`config.mk`:
```
export PLATFORM = sky130hd
export DESIGN_NAME = csr_index_configure_memory
export DESIGN_NICKNAME = d
export VERILOG_FILES = /design/src/hdl/memory_packet_pkg.sv /design/src/hdl/csr_index_config_pkg.sv /design/src/hdl/csr_index_configure_memory.sv /design/src/hdl/config_fifo.sv /design/src/hdl/csr_index_config_assembler.sv /design/src/hdl/program_response_filter.sv
export VERILOG_INCLUDE_DIRS = /design/src /design/src/hdl
export SDC_FILE = /design/constraint.sdc
export NUM_CORES = 2
export LEC_CHECK = 0
export BUFFER_PORTS_ARGS = -buffer_cell sky130_fd_sc_hd__buf_2
export CORE_MARGIN = 10
export CORE_UTILIZATION = 34
export CTS_CLUSTER_SIZE = 14
export DETAILED_ROUTE_END_ITERATION = 8
export PLACE_DENSITY = 0.6
export SLEW_MARGIN = 40
export SYNTH_ARGS = -nofsm -noshare
export SYNTH_HDL_FRONTEND = slang
export SYNTH_SLANG_ARGS = --single-unit
```
`constraint.sdc`:
```
create_clock -name ap_clk -period 27.7 [get_ports ap_clk]
set_input_delay 1.385 -clock ap_clk [delete_from_list [all_inputs] [get_ports ap_clk]]
set_output_delay 1.385 -clock ap_clk [all_outputs]
set_load 0.01 [all_outputs]
```
`src/hdl/csr_index_consts.svh`:
```
// Sizing constants for the CSR index configuration collector
// CSR_FIFO_DEPTH must be a power of two, the FIFO pointers wrap naturally
// CSR_SEQ_WIDTH is both the window size and the run length in words
// CSR_SHIFT_W must cover log2 of CSR_DATA_W

`ifndef CSR_INDEX_CONSTS_SVH
`define CSR_INDEX_CONSTS_SVH

// Data path
`define CSR_DATA_W 32
`define CSR_SHIFT_W 5

// Sequence slots per engine, also the words per run
`define CSR_SEQ_WIDTH 16

// Output FIFO
`define CSR_FIFO_DEPTH 16
`define CSR_FIFO_PROG_THRESH 8

// Fields packed into configuration word 5
`define CSR_CMD_W 2
`define CSR_MODULE_W 2

`endif
```
`src/hdl/memory_packet_pkg.sv`:
```
// Memory response types seen at the collector input
// Only cmd_mem_program words are of interest to this design
// Widths come from csr_index_consts.svh

`default_nettype none

`include "csr_index_consts.svh"

package memory_packet_pkg;

    // ----------------------------------------
    // Memory commands
    // ----------------------------------------
    typedef enum logic [`CSR_CMD_W-1:0] {
        cmd_invalid     = 2'd0,
        cmd_mem_read    = 2'd1,
        cmd_mem_write   = 2'd2,
        cmd_mem_program = 2'd3
    } memory_cmd_t;

    // ----------------------------------------
    // Response packet
    // ----------------------------------------
    // Sequence number of a word is offset >> shift_amount
    typedef struct packed {
        logic                    valid;
        memory_cmd_t             cmd;
        logic [`CSR_DATA_W-1:0]  offset;
        logic [`CSR_SHIFT_W-1:0] shift_amount;
        logic                    shift_direction;
        logic [`CSR_DATA_W-1:0]  data;
    } memory_packet_t;

endpackage : memory_packet_pkg

`default_nettype wire

```
`src/hdl/csr_index_config_pkg.sv`:
```
// Configuration and FIFO status types of the collector
// The command field reuses the memory command encoding
// Compile after memory_packet_pkg

`default_nettype none

`include "csr_index_consts.svh"

package csr_index_config_pkg;

    // ----------------------------------------
    // Index generator parameters
    // ----------------------------------------
    typedef struct packed {
        logic                    increment;
        logic                    decrement;
        logic                    mode_sequence;
        logic                    mode_buffer;
        logic                    mode_break;
        logic [`CSR_DATA_W-1:0]  index_start;
        logic [`CSR_DATA_W-1:0]  index_end;
        logic [`CSR_DATA_W-1:0]  stride;
        logic [`CSR_SHIFT_W-1:0] granularity;
        logic                    direction;
        logic [`CSR_DATA_W-1:0]  array_size;
    } csr_index_params_t;

    // Entry stored in the output FIFO
    typedef struct packed {
        csr_index_params_t            param;
        memory_packet_pkg::memory_cmd_t cmd;
        logic [`CSR_MODULE_W-1:0]     dest_module;
        logic [`CSR_SHIFT_W-1:0]      shift_amount;
        logic                         shift_direction;
    } csr_index_config_payload_t;

    typedef struct packed {
        logic                      valid;
        csr_index_config_payload_t payload;
    } csr_index_config_t;

    // ----------------------------------------
    // FIFO status levels
    // ----------------------------------------
    typedef struct packed {
        logic full;
        logic empty;
        logic prog_full;
        logic busy;
    } fifo_status_t;

endpackage : csr_index_config_pkg

`default_nettype wire

```
`src/hdl/csr_index_configure_memory.sv`:
```
// CSR index configuration collector for one engine
// Input is a strobe per memory response, there is no input back-pressure
// Upstream must watch prog_full, configurations arriving at a full FIFO are lost
// config_read_en is a level and is registered once before the FIFO

`timescale 1ns/1ps
`default_nettype none

module csr_index_configure_memory
    import memory_packet_pkg::*;
    import csr_index_config_pkg::*;
#(
    parameter int seq_base = 0
) (
    input  wire logic           ap_clk,
    input  wire logic           areset_csr_index_generator,
    input  wire memory_packet_t response_in,
    input  wire logic           config_read_en,
    output csr_index_config_t   config_out,
    output fifo_status_t        fifo_status
);

    memory_packet_t            kept_word;
    logic                      run_start;
    logic                      config_wr_en;
    csr_index_config_payload_t config_wr_data;
    logic                      read_en_q;
    csr_index_config_t         fifo_rd_data;
    fifo_status_t              fifo_status_int;
    logic                      out_valid_q;
    csr_index_config_payload_t out_payload_q;

    // ----------------------------------------
    // Datapath
    // ----------------------------------------
    program_response_filter #(
        .seq_base(seq_base)
    ) u_filter (
        .ap_clk                    (ap_clk),
        .areset_csr_index_generator(areset_csr_index_generator),
        .response_in               (response_in),
        .kept_word                 (kept_word),
        .run_start                 (run_start)
    );

    csr_index_config_assembler u_assembler (
        .ap_clk                    (ap_clk),
        .areset_csr_index_generator(areset_csr_index_generator),
        .kept_word                 (kept_word),
        .run_start                 (run_start),
        .config_wr_en              (config_wr_en),
        .config_wr_data            (config_wr_data)
    );

    config_fifo u_fifo (
        .ap_clk                    (ap_clk),
        .areset_csr_index_generator(areset_csr_index_generator),
        .wr_en                     (config_wr_en),
        .wr_data                   (config_wr_data),
        .rd_en                     (read_en_q),
        .rd_data                   (fifo_rd_data),
        .status                    (fifo_status_int)
    );

    // ----------------------------------------
    // Boundary registers
    // ----------------------------------------
    always_ff @(posedge ap_clk) begin
        if (areset_csr_index_generator) begin
            read_en_q   <= 1'b0;
            out_valid_q <= 1'b0;
            fifo_status <= '{full: 1'b0, empty: 1'b1, prog_full: 1'b0, busy: 1'b1};
        end else begin
            read_en_q   <= config_read_en;
            out_valid_q <= fifo_rd_data.valid;
            fifo_status <= fifo_status_int;
        end
    end

    always_ff @(posedge ap_clk) begin
        out_payload_q <= fifo_rd_data.payload;
    end

    assign config_out = '{valid: out_valid_q, payload: out_payload_q};

endmodule : csr_index_configure_memory

`default_nettype wire

```
`src/hdl/config_fifo.sv`:
```
// Synchronous FIFO of configuration payloads, CSR_FIFO_DEPTH entries
// Writes while full are dropped, reads while empty are ignored
// rd_data.valid pulses one cycle after each accepted read
// busy stays high for one cycle after reset is released

`timescale 1ns/1ps
`default_nettype none

`include "csr_index_consts.svh"

module config_fifo import csr_index_config_pkg::*; (
    input  wire logic                      ap_clk,
    input  wire logic                      areset_csr_index_generator,
    input  wire logic                      wr_en,
    input  wire csr_index_config_payload_t wr_data,
    input  wire logic                      rd_en,
    output csr_index_config_t              rd_data,
    output fifo_status_t                   status
);

    localparam int addr_w = $clog2(`CSR_FIFO_DEPTH);

    csr_index_config_payload_t mem [`CSR_FIFO_DEPTH];
    csr_index_config_payload_t rd_payload_q;

    logic [addr_w-1:0] wr_ptr;
    logic [addr_w-1:0] rd_ptr;
    logic [addr_w:0]   count;
    logic              full;
    logic              empty;
    logic              push;
    logic              pop;
    logic              rd_valid_q;
    logic              busy_q;

    assign full  = (count == `CSR_FIFO_DEPTH);
    assign empty = (count == '0);
    assign push  = wr_en & ~full;
    assign pop   = rd_en & ~empty;

    // ----------------------------------------
    // Pointers and fill level
    // ----------------------------------------
    always_ff @(posedge ap_clk) begin
        if (areset_csr_index_generator) begin
            wr_ptr     <= '0;
            rd_ptr     <= '0;
            count      <= '0;
            rd_valid_q <= 1'b0;
            busy_q     <= 1'b1;
        end else begin
            busy_q     <= 1'b0;
            rd_valid_q <= pop;
            if (push) begin
                wr_ptr <= wr_ptr + 1'b1;
            end
            if (pop) begin
                rd_ptr <= rd_ptr + 1'b1;
            end
            case ({push, pop})
                2'b10:   count <= count + 1'b1;
                2'b01:   count <= count - 1'b1;
                default: count <= count;
            endcase
        end
    end

    // Storage and read register
    always_ff @(posedge ap_clk) begin
        if (push) begin
            mem[wr_ptr] <= wr_data;
        end
        if (pop) begin
            rd_payload_q <= mem[rd_ptr];
        end
    end

    assign rd_data = '{valid: rd_valid_q, payload: rd_payload_q};

    assign status = '{
        full:      full,
        empty:     empty,
        prog_full: (count >= `CSR_FIFO_PROG_THRESH),
        busy:      busy_q
    };

endmodule : config_fifo

`default_nettype wire

```
`src/hdl/csr_index_config_assembler.sv`:
```
// Collects one configuration from a run of CSR_SEQ_WIDTH kept words
// A run opens only on a run_start word while idle, later words count in order
// Words 6 and 8 upward are counted and dropped
// config_wr_en is a single pulse, config_wr_data holds until the next run decodes
// No back-pressure, the consumer must take every pulse

`timescale 1ns/1ps
`default_nettype none

`include "csr_index_consts.svh"

module csr_index_config_assembler
    import memory_packet_pkg::*;
    import csr_index_config_pkg::*;
(
    input  wire logic                ap_clk,
    input  wire logic                areset_csr_index_generator,
    input  wire memory_packet_t      kept_word,
    input  wire logic                run_start,
    output logic                     config_wr_en,
    output csr_index_config_payload_t config_wr_data
);

    typedef logic [`CSR_SEQ_WIDTH-1:0] position_t;

    position_t                 position;
    logic                      done_pulse;
    logic                      word_valid_q;
    logic [`CSR_DATA_W-1:0]    data_q;
    csr_index_config_payload_t cfg_q;

    // ----------------------------------------
    // Run position, one-hot
    // ----------------------------------------
    always_ff @(posedge ap_clk) begin
        if (areset_csr_index_generator) begin
            position     <= '0;
            done_pulse   <= 1'b0;
            config_wr_en <= 1'b0;
            word_valid_q <= 1'b0;
        end else begin
            // Single pulse even if the last slot is held for a while
            done_pulse   <= position[`CSR_SEQ_WIDTH-1] & ~done_pulse;
            config_wr_en <= done_pulse;
            word_valid_q <= kept_word.valid;

            if (kept_word.valid) begin
                if (run_start && (position == '0)) begin
                    position <= position_t'(1);
                end else begin
                    // Idle with no start keeps shifting zeros
                    position <= position << 1;
                end
            end else if (done_pulse) begin
                position <= '0;
            end
        end
    end

    // Data delayed to line up with its position bit
    always_ff @(posedge ap_clk) begin
        data_q <= kept_word.data;
    end

    // ----------------------------------------
    // Field decode
    // ----------------------------------------
    always_ff @(posedge ap_clk) begin
        if (word_valid_q) begin
            case (position)
                position_t'(1 << 0): begin
                    cfg_q.param.increment     <= data_q[0];
                    cfg_q.param.decrement     <= data_q[1];
                    cfg_q.param.mode_sequence <= data_q[2];
                    cfg_q.param.mode_buffer   <= data_q[3];
                    cfg_q.param.mode_break    <= data_q[4];
                end
                position_t'(1 << 1): begin
                    cfg_q.param.index_start <= data_q;
                end
                position_t'(1 << 2): begin
                    cfg_q.param.index_end <= data_q;
                end
                position_t'(1 << 3): begin
                    cfg_q.param.stride <= data_q;
                end
                position_t'(1 << 4): begin
                    // Granularity doubles as the output address shift
                    cfg_q.param.granularity <= data_q[`CSR_SHIFT_W-1:0];
                    cfg_q.param.direction   <= data_q[`CSR_DATA_W-1];
                    cfg_q.shift_amount      <= data_q[`CSR_SHIFT_W-1:0];
                    cfg_q.shift_direction   <= data_q[`CSR_DATA_W-1];
                end
                position_t'(1 << 5): begin
                    cfg_q.cmd <= memory_cmd_t'(data_q[`CSR_CMD_W-1:0]);
                    cfg_q.dest_module <=
                        data_q[`CSR_CMD_W+`CSR_MODULE_W-1:`CSR_CMD_W];
                end
                position_t'(1 << 7): begin
                    cfg_q.param.array_size <= data_q;
                end
                default: begin
                    cfg_q <= cfg_q;
                end
            endcase
        end
    end

    assign config_wr_data = cfg_q;

endmodule : csr_index_config_assembler

`default_nettype wire

```
`src/hdl/program_response_filter.sv`:
```
// Input stage of the collector, one register deep
// Keeps program words whose sequence number lies in [seq_base, seq_base + 16)
// run_start flags a kept word that sits exactly at seq_base
// seq_base is expected to be a multiple of CSR_SEQ_WIDTH

`timescale 1ns/1ps
`default_nettype none

`include "csr_index_consts.svh"

module program_response_filter import memory_packet_pkg::*; #(
    parameter int seq_base = 0
) (
    input  wire logic           ap_clk,
    input  wire logic           areset_csr_index_generator,
    input  wire memory_packet_t response_in,
    output memory_packet_t      kept_word,
    output logic                run_start
);

    localparam logic [`CSR_DATA_W-1:0] seq_lo = seq_base;
    localparam logic [`CSR_DATA_W-1:0] seq_hi = seq_base + `CSR_SEQ_WIDTH;

    logic [`CSR_DATA_W-1:0] seq_num;
    logic                   is_program;
    logic                   in_window;
    logic                   keep_valid_q;
    memory_packet_t         word_q;

    // ----------------------------------------
    // Window decode on the raw response
    // ----------------------------------------
    assign seq_num    = response_in.offset >> response_in.shift_amount;
    assign is_program = (response_in.cmd == cmd_mem_program);
    assign in_window  = (seq_num >= seq_lo) && (seq_num < seq_hi);

    always_ff @(posedge ap_clk) begin
        if (areset_csr_index_generator) begin
            keep_valid_q <= 1'b0;
            run_start    <= 1'b0;
        end else begin
            keep_valid_q <= response_in.valid & is_program & in_window;
            run_start    <= response_in.valid & is_program & (seq_num == seq_lo);
        end
    end

    // Payload copy
    always_ff @(posedge ap_clk) begin
        word_q <= response_in;
    end

    // Registered word with the filtered strobe
    always_comb begin
        kept_word       = word_q;
        kept_word.valid = keep_valid_q;
    end

endmodule : program_response_filter

`default_nettype wire

```
== Word level (Yosys, flattened, before mapping) ==
Memory sizes are Yosys's and may differ from the RTL's. A register that Yosys moved wholly into a read port is not among the register bits.
Cells that the tools add are included.
Storage, ports and cells
  bits in registers: 398
  RAM bits: 2384
  bits of input ports: 76
  output and inout port bits: 154
  logic and storage cells: 97
  memories: 1
Operators by class
  add/subtract/negate cells: 4
  magnitude comparators: 3
  equality and inequality tests: 11
  shift-type cells: 1
  muxes and demuxes: 7
  bitwise logic cells: 9
  reduce and logical (&&, ||, !) cells: 14
Memories
  u_fifo.mem: depth 16, width 149, rd ports 1, clocked after Yosys merged registers in 1, write ports 1, line config_fifo.sv:23  | csr_index_config_payload_t mem [`CSR_FIFO_DEPTH];
Operators with widths (number)
  $mux 16: 3
  $ge 32x1->1 const B: 1
  $logic_not 32->1: 1
  $lt 32x5->1 const B: 1
  $shr 32x5->32: 1
  $eq 16x1->1 const B: 1
  $eq 16x2->1 const B: 1
  $eq 16x3->1 const B: 1
  $eq 16x4->1 const B: 1
  $eq 16x5->1 const B: 1
  $eq 16x6->1 const B: 1
  $eq 16x8->1 const B: 1
  $logic_not 16->1: 1
  $reduce_and 2->1: 7
  $pmux 5 s2: 1
  $add 4x1->4 const B: 2
  $and 1x1->1: 6
  $add 5x1->5 const B: 1
  $eq 5x5->1 const B: 1
  $ge 5x4->1 const B: 1
  $logic_not 5->1: 1
  $sub 5x1->5 const B: 1
  $eq 2x2->1 const B: 2
  $reduce_bool 2->1: 2
  other kinds (4): 9

== Depth between registers and ports, before layout ==
  depth in word-level cells: 5
  mapped depth: 14
  gate-level depth less buffers: 13

== By module ==
A second synthesis with hierarchy kept.
Unflattened totals
  cell total of the unflattened synthesis: 4542
  area total of the unflattened synthesis: 105561.2 µm²
By module, submodules not included
  config_fifo: times used 1, cells each 3904, area each 94200.3 µm², sequential area each 76363.2 µm²
  csr_index_config_assembler: times used 1, cells each 279, area each 5859.4 µm², sequential area each 5315.1 µm²
  csr_index_configure_memory: times used 1, cells each 162, area each 3148.0 µm², sequential area each 3103.0 µm²
  program_response_filter: times used 1, cells each 197, area each 2353.5 µm², sequential area each 1481.4 µm²

== Worst setup path after synthesis ==
No wires, ideal clock.
  path type: reg2reg
  start point: register u_fifo.count[0]
  end point: memory u_fifo.mem[3][100] in the netlist's numbering (enable)
  library setup time: 820 ps
  data arrival time: 10708 ps
  data required time: 26880 ps
  setup slack: 16172 ps
  cell stages (with the launch flop): 7
  buffers on the path: 1
  clock period less this slack: 11528 ps
  path through: dfxtp_1 nor4_1 nand2_1 and2_1 clkbuf_1 nand2_1 nor3_1
On the way
  cells in the longest elaborated chain, start to end: 5
RTL lines
  start: declaration: line config_fifo.sv:28  | logic [addr_w:0] count;
  start signal: assignment: line config_fifo.sv:61  | 2'b10: count <= count + 1'b1;
  start signal: assignment: line config_fifo.sv:62  | 2'b01: count <= count - 1'b1;
  start signal: assignment: line config_fifo.sv:63  | default: count <= count;
  $eq 5x5->1 (no line)
  $not 1->1: line config_fifo.sv:38  | assign push = wr_en & ~full;
  $and 1x1->1: line config_fifo.sv:38
  $mux 1: line config_fifo.sv:70  | if (push) begin
  $mux 1 (implied by the code): line config_fifo.sv:71  | mem[wr_ptr] <= wr_data;
  end: declaration: line config_fifo.sv:23
Every way passes these cells.

==> results.cfg <==
[yosys]
synth.most_common_cell = edfxtp_1
synth_top_area_share_pct = 76.6
synth_largest_area_cell = edfxtp_1
synth.distinct_cells = 58
synthSimpleGateAreaFrac_pct = 0.721
yosysSeqAreaShare_pct = 81.6
ys.flop_type = edfxtp_1
postSynthCellCount = 4011
synth_mux_area_share_pct = 15.9
ys_warn_count = 0
synth_edf_count = 2574
netlist_area_um2 = 101000
async_reset_ff_share_pct = 0
ys_top_cells_by_count = edfxtp_1, mux4_2, dfxtp_1
synth-xor-area-share_pct = 0.0868
netlist_top_cells_area = edfxtp_1, mux4_2, dfxtp_1, clkbuf_1, mux2i_1
synthAdderAreaFrac_pct = 0.131
synth_compound_area_share_pct = 0.731
synth_top_family_by_area = multiplexers
syn-num-nets = 4097
ys_seq_elements = 2823
syn_area_per_cell_um2 = 25.1

[clock_network]
post-cts-setup-buffers = 0
ctsRootBufferMaster = clkbuf_16
insertion_delay_ns = 0.92
cts_tree = yes
clockBufferDepth = 4
postCtsHoldBufs = 0
htree_num_levels = 5
cts.clk_slew.worst_paths_ns = 0.06
cts_resized = 0
clock-sinks = 2823
cts_inserted_buffers = 308

[critical_path]
cpMaxStageDelayCell = dfxtp_4
endpoint = u_fifo.rd_data[47]
r2r_slack_ns = 23.69
cp_cell_sequence = buf_12 -> buf_6 -> buf_6 -> mux4_2 -> mux4_2
crit_path_max_incr_delay_ns = 0.78
worst_setup_path_start_kind = flip-flop
crit_arrival_ns = 4.63
crit_required_ns = 28.32
startpoint = u_fifo.rd_ptr[0]
rr_endpoint = u_fifo.rd_data[47]
r2r_start = u_fifo.rd_ptr[0]
end_kind = flip-flop
rr_worst_depth = 5
path_max_fanout = 57
setup.worst_path.class = reg2reg

[global_route]
antenna_found_initial = 31
busiest_layer = met2
gr-total-overflow = 0
use_met3_pct = 2.81
grt_pass1_wl_um = 344000
grt_pass1_vias = 46600
met1_usage_pct = 20.4
met2_usage_pct = 24.2
grtUsageTotal_pct = 14.8
grt_max_degree = 90

[power_and_ir_drop]
pwr-share-comb_pct = 0.2
p_int_mw = 6.87
totalPowerFinal_mw = 8.58
p_leak_nw = 35.8
p_switching_mw = 1.72
p_per_area_nw_per_um2 = 73.0
pwr-share-seq_pct = 53.6
clockPowerShare_pct = 46.2
sw_frac_of_total_pct = 20.0
ir_drop_mv = 0.0525

[flow_run]
drv_cap = 0

[cells_and_area]
drive_gt1_share_pct = 32.3
post-route-util_pct = 39.9
fin_area_um2 = 118000
finalNonFillerCells = 8648
fin_nets = 4556
areaGrowthSynthToFinish_pct = 16.6

[placed_design]
dp_cells = 8077
dpl_cell_area_um2 = 108000
portBuffers = 228
hpwl_um = 123000
gp_congestion = 0.722
pre_cts_slack_ns = 23.53

[route]
routed_via_density = 5.11
vias = 44200
drtPass1Iterations = 6
avgRoutedWirePerCell_um = 27.8
drc = 0
wl_um = 240000
final_antenna_net_count = 0
drt_iter0_drc = 4266

[die]
core_area_um2 = 295000
io_pins = 230
num_rows = 199
start_util_pct = 34.2
chipHeight_um = 565
die_width_um = 565
die-area_um2 = 319000

[timing]
maxSlewViolCount = 0
period_share_pct = 14.5
fmax_mhz = 249
worst_pin_slew_ns = 0.906
timing.setup.tns_ns = 0
final_hold_viol_count = 0
holdWs_ns = 0.305
timing.final.ws_setup_ns = 23.69
relSlewSlack_pct = 39.6
finalSetupViolCount = 0
skew_ns = 0.0682
rsz0062_at_grt = false
min_period_ns = 4.01

[status]
outcome = finished, final reports clean

[min_path]
min-delay-path-class = reg2reg
==> state kept, by name, summed over array words and instances (netlist names), 4 cells and up <==
signal	count
u_fifo.wr_ptr	4
u_fifo.mem	2288
u_assembler.config_wr_data	143
u_assembler.data_q	32
u_fifo.rd_ptr	4
u_fifo.count	5
fifo_status	4
u_fifo.rd_data	143
u_assembler.position	16
u_filter.kept_word	32
config_out	143
==> metal layers <==
metal	part of all wire, %	up-vias	wire length, µm
li1	-	18100	-
met1	41	24100	99700
met2	49	1686	117000
met3	7.5	334	18100
met4	2.3	2	5440
met5	0.0033	-	8
==> worst min path at each step <==
| stage | from | end | slack, ns | depth (start not counted) |
|---|---|---|---|---|
| after floorplan | u_filter.kept_word[0] | u_assembler.data_q[0] | 0.31 | 0 |
| after global placement | u_filter.kept_word[28] | u_assembler.data_q[28] | 0.31 | 0 |
| after detailed placement | u_filter.kept_word[30] | u_assembler.data_q[30] | 0.31 | 0 |
| after CTS | u_fifo.rd_data[110] | config_out[110] | 0.31 | 0 |
| after global routing | u_fifo.rd_data[110] | config_out[110] | 0.31 | 0 |
| final | u_fifo.rd_data[110] | config_out[110] | 0.30 | 0 |
==> cell type report <==
cell class / instances / area, µm²
antenna: 13 / 32.5
clock buffer: 384 / 8190
clock inverter: 172 / 1680
fill: 25600 / 177000
inverter: 16 / 60.1
multi-input combinational: 984 / 17900
sequential: 2823 / 82300
tap: 3919 / 4900
timing repair buffer: 337 / 2540
==> cells by family (layout without fill, tap and decap cells) <==
| kind of cell | Yosys count | in the layout |
|---|---|---|
| compound gates | 97 | 97 |
| xor+xnor | 10 | 10 |
| fa+ha+maj | 10 | 10 |
| buf+inv | 204 | 909 |
| flops | 2823 | 2823 |
| mux | 728 | 728 |
| other cells | 0 | 13 |
| simple gates | 139 | 139 |
==> critical path, delay by kind of cell (launching register included) <==
family,cells,cell delay (ns)
buf+inv,3,1.67
mux,2,1.18
flops,1,0.78
==> placed cells by master (no fill, tap or decap), types with 7 or more instances in the layout <==
| master | instances |
|---|---|
| a211oi_1 | 17 |
| a21oi_1 | 27 |
| a22o_1 | 17 |
| buf_12 | 15 |
| buf_16 | 10 |
| buf_2 | 228 |
| buf_4 | 38 |
| buf_6 | 41 |
| bufinv_16 | 16 |
| clkbuf_1 | 59 |
| clkbuf_16 | 310 |
| clkbuf_8 | 15 |
| clkinv_1 | 58 |
| clkinv_16 | 9 |
| clkinv_2 | 48 |
| clkinv_4 | 8 |
| clkinvlp_4 | 9 |
| dfxtp_1 | 237 |
| dfxtp_2 | 8 |
| diode_2 | 13 |
| edfxtp_1 | 2574 |
| ha_1 | 9 |
| inv_1 | 16 |
| inv_16 | 8 |
| inv_6 | 11 |
| mux2i_1 | 27 |
| mux4_2 | 699 |
| nand2_1 | 17 |
| nor2_1 | 33 |
| nor2_4 | 13 |
| nor2b_1 | 26 |
| nor4_1 | 9 |
| xor2_1 | 7 |
==> power by group through the flow <==
stage	Combinational, mW	Sequential (mW)	Clock (mW)
final	0.0204	4.60	3.96
after global routing	0.0223	4.60	4.25
after CTS	0.0204	4.60	4.07
after detailed placement	0.0203	4.69	0
after global placement	0.0197	4.69	0
after floorplan	0.00877	4.68	0
Power figures use the tool's default switching activity.
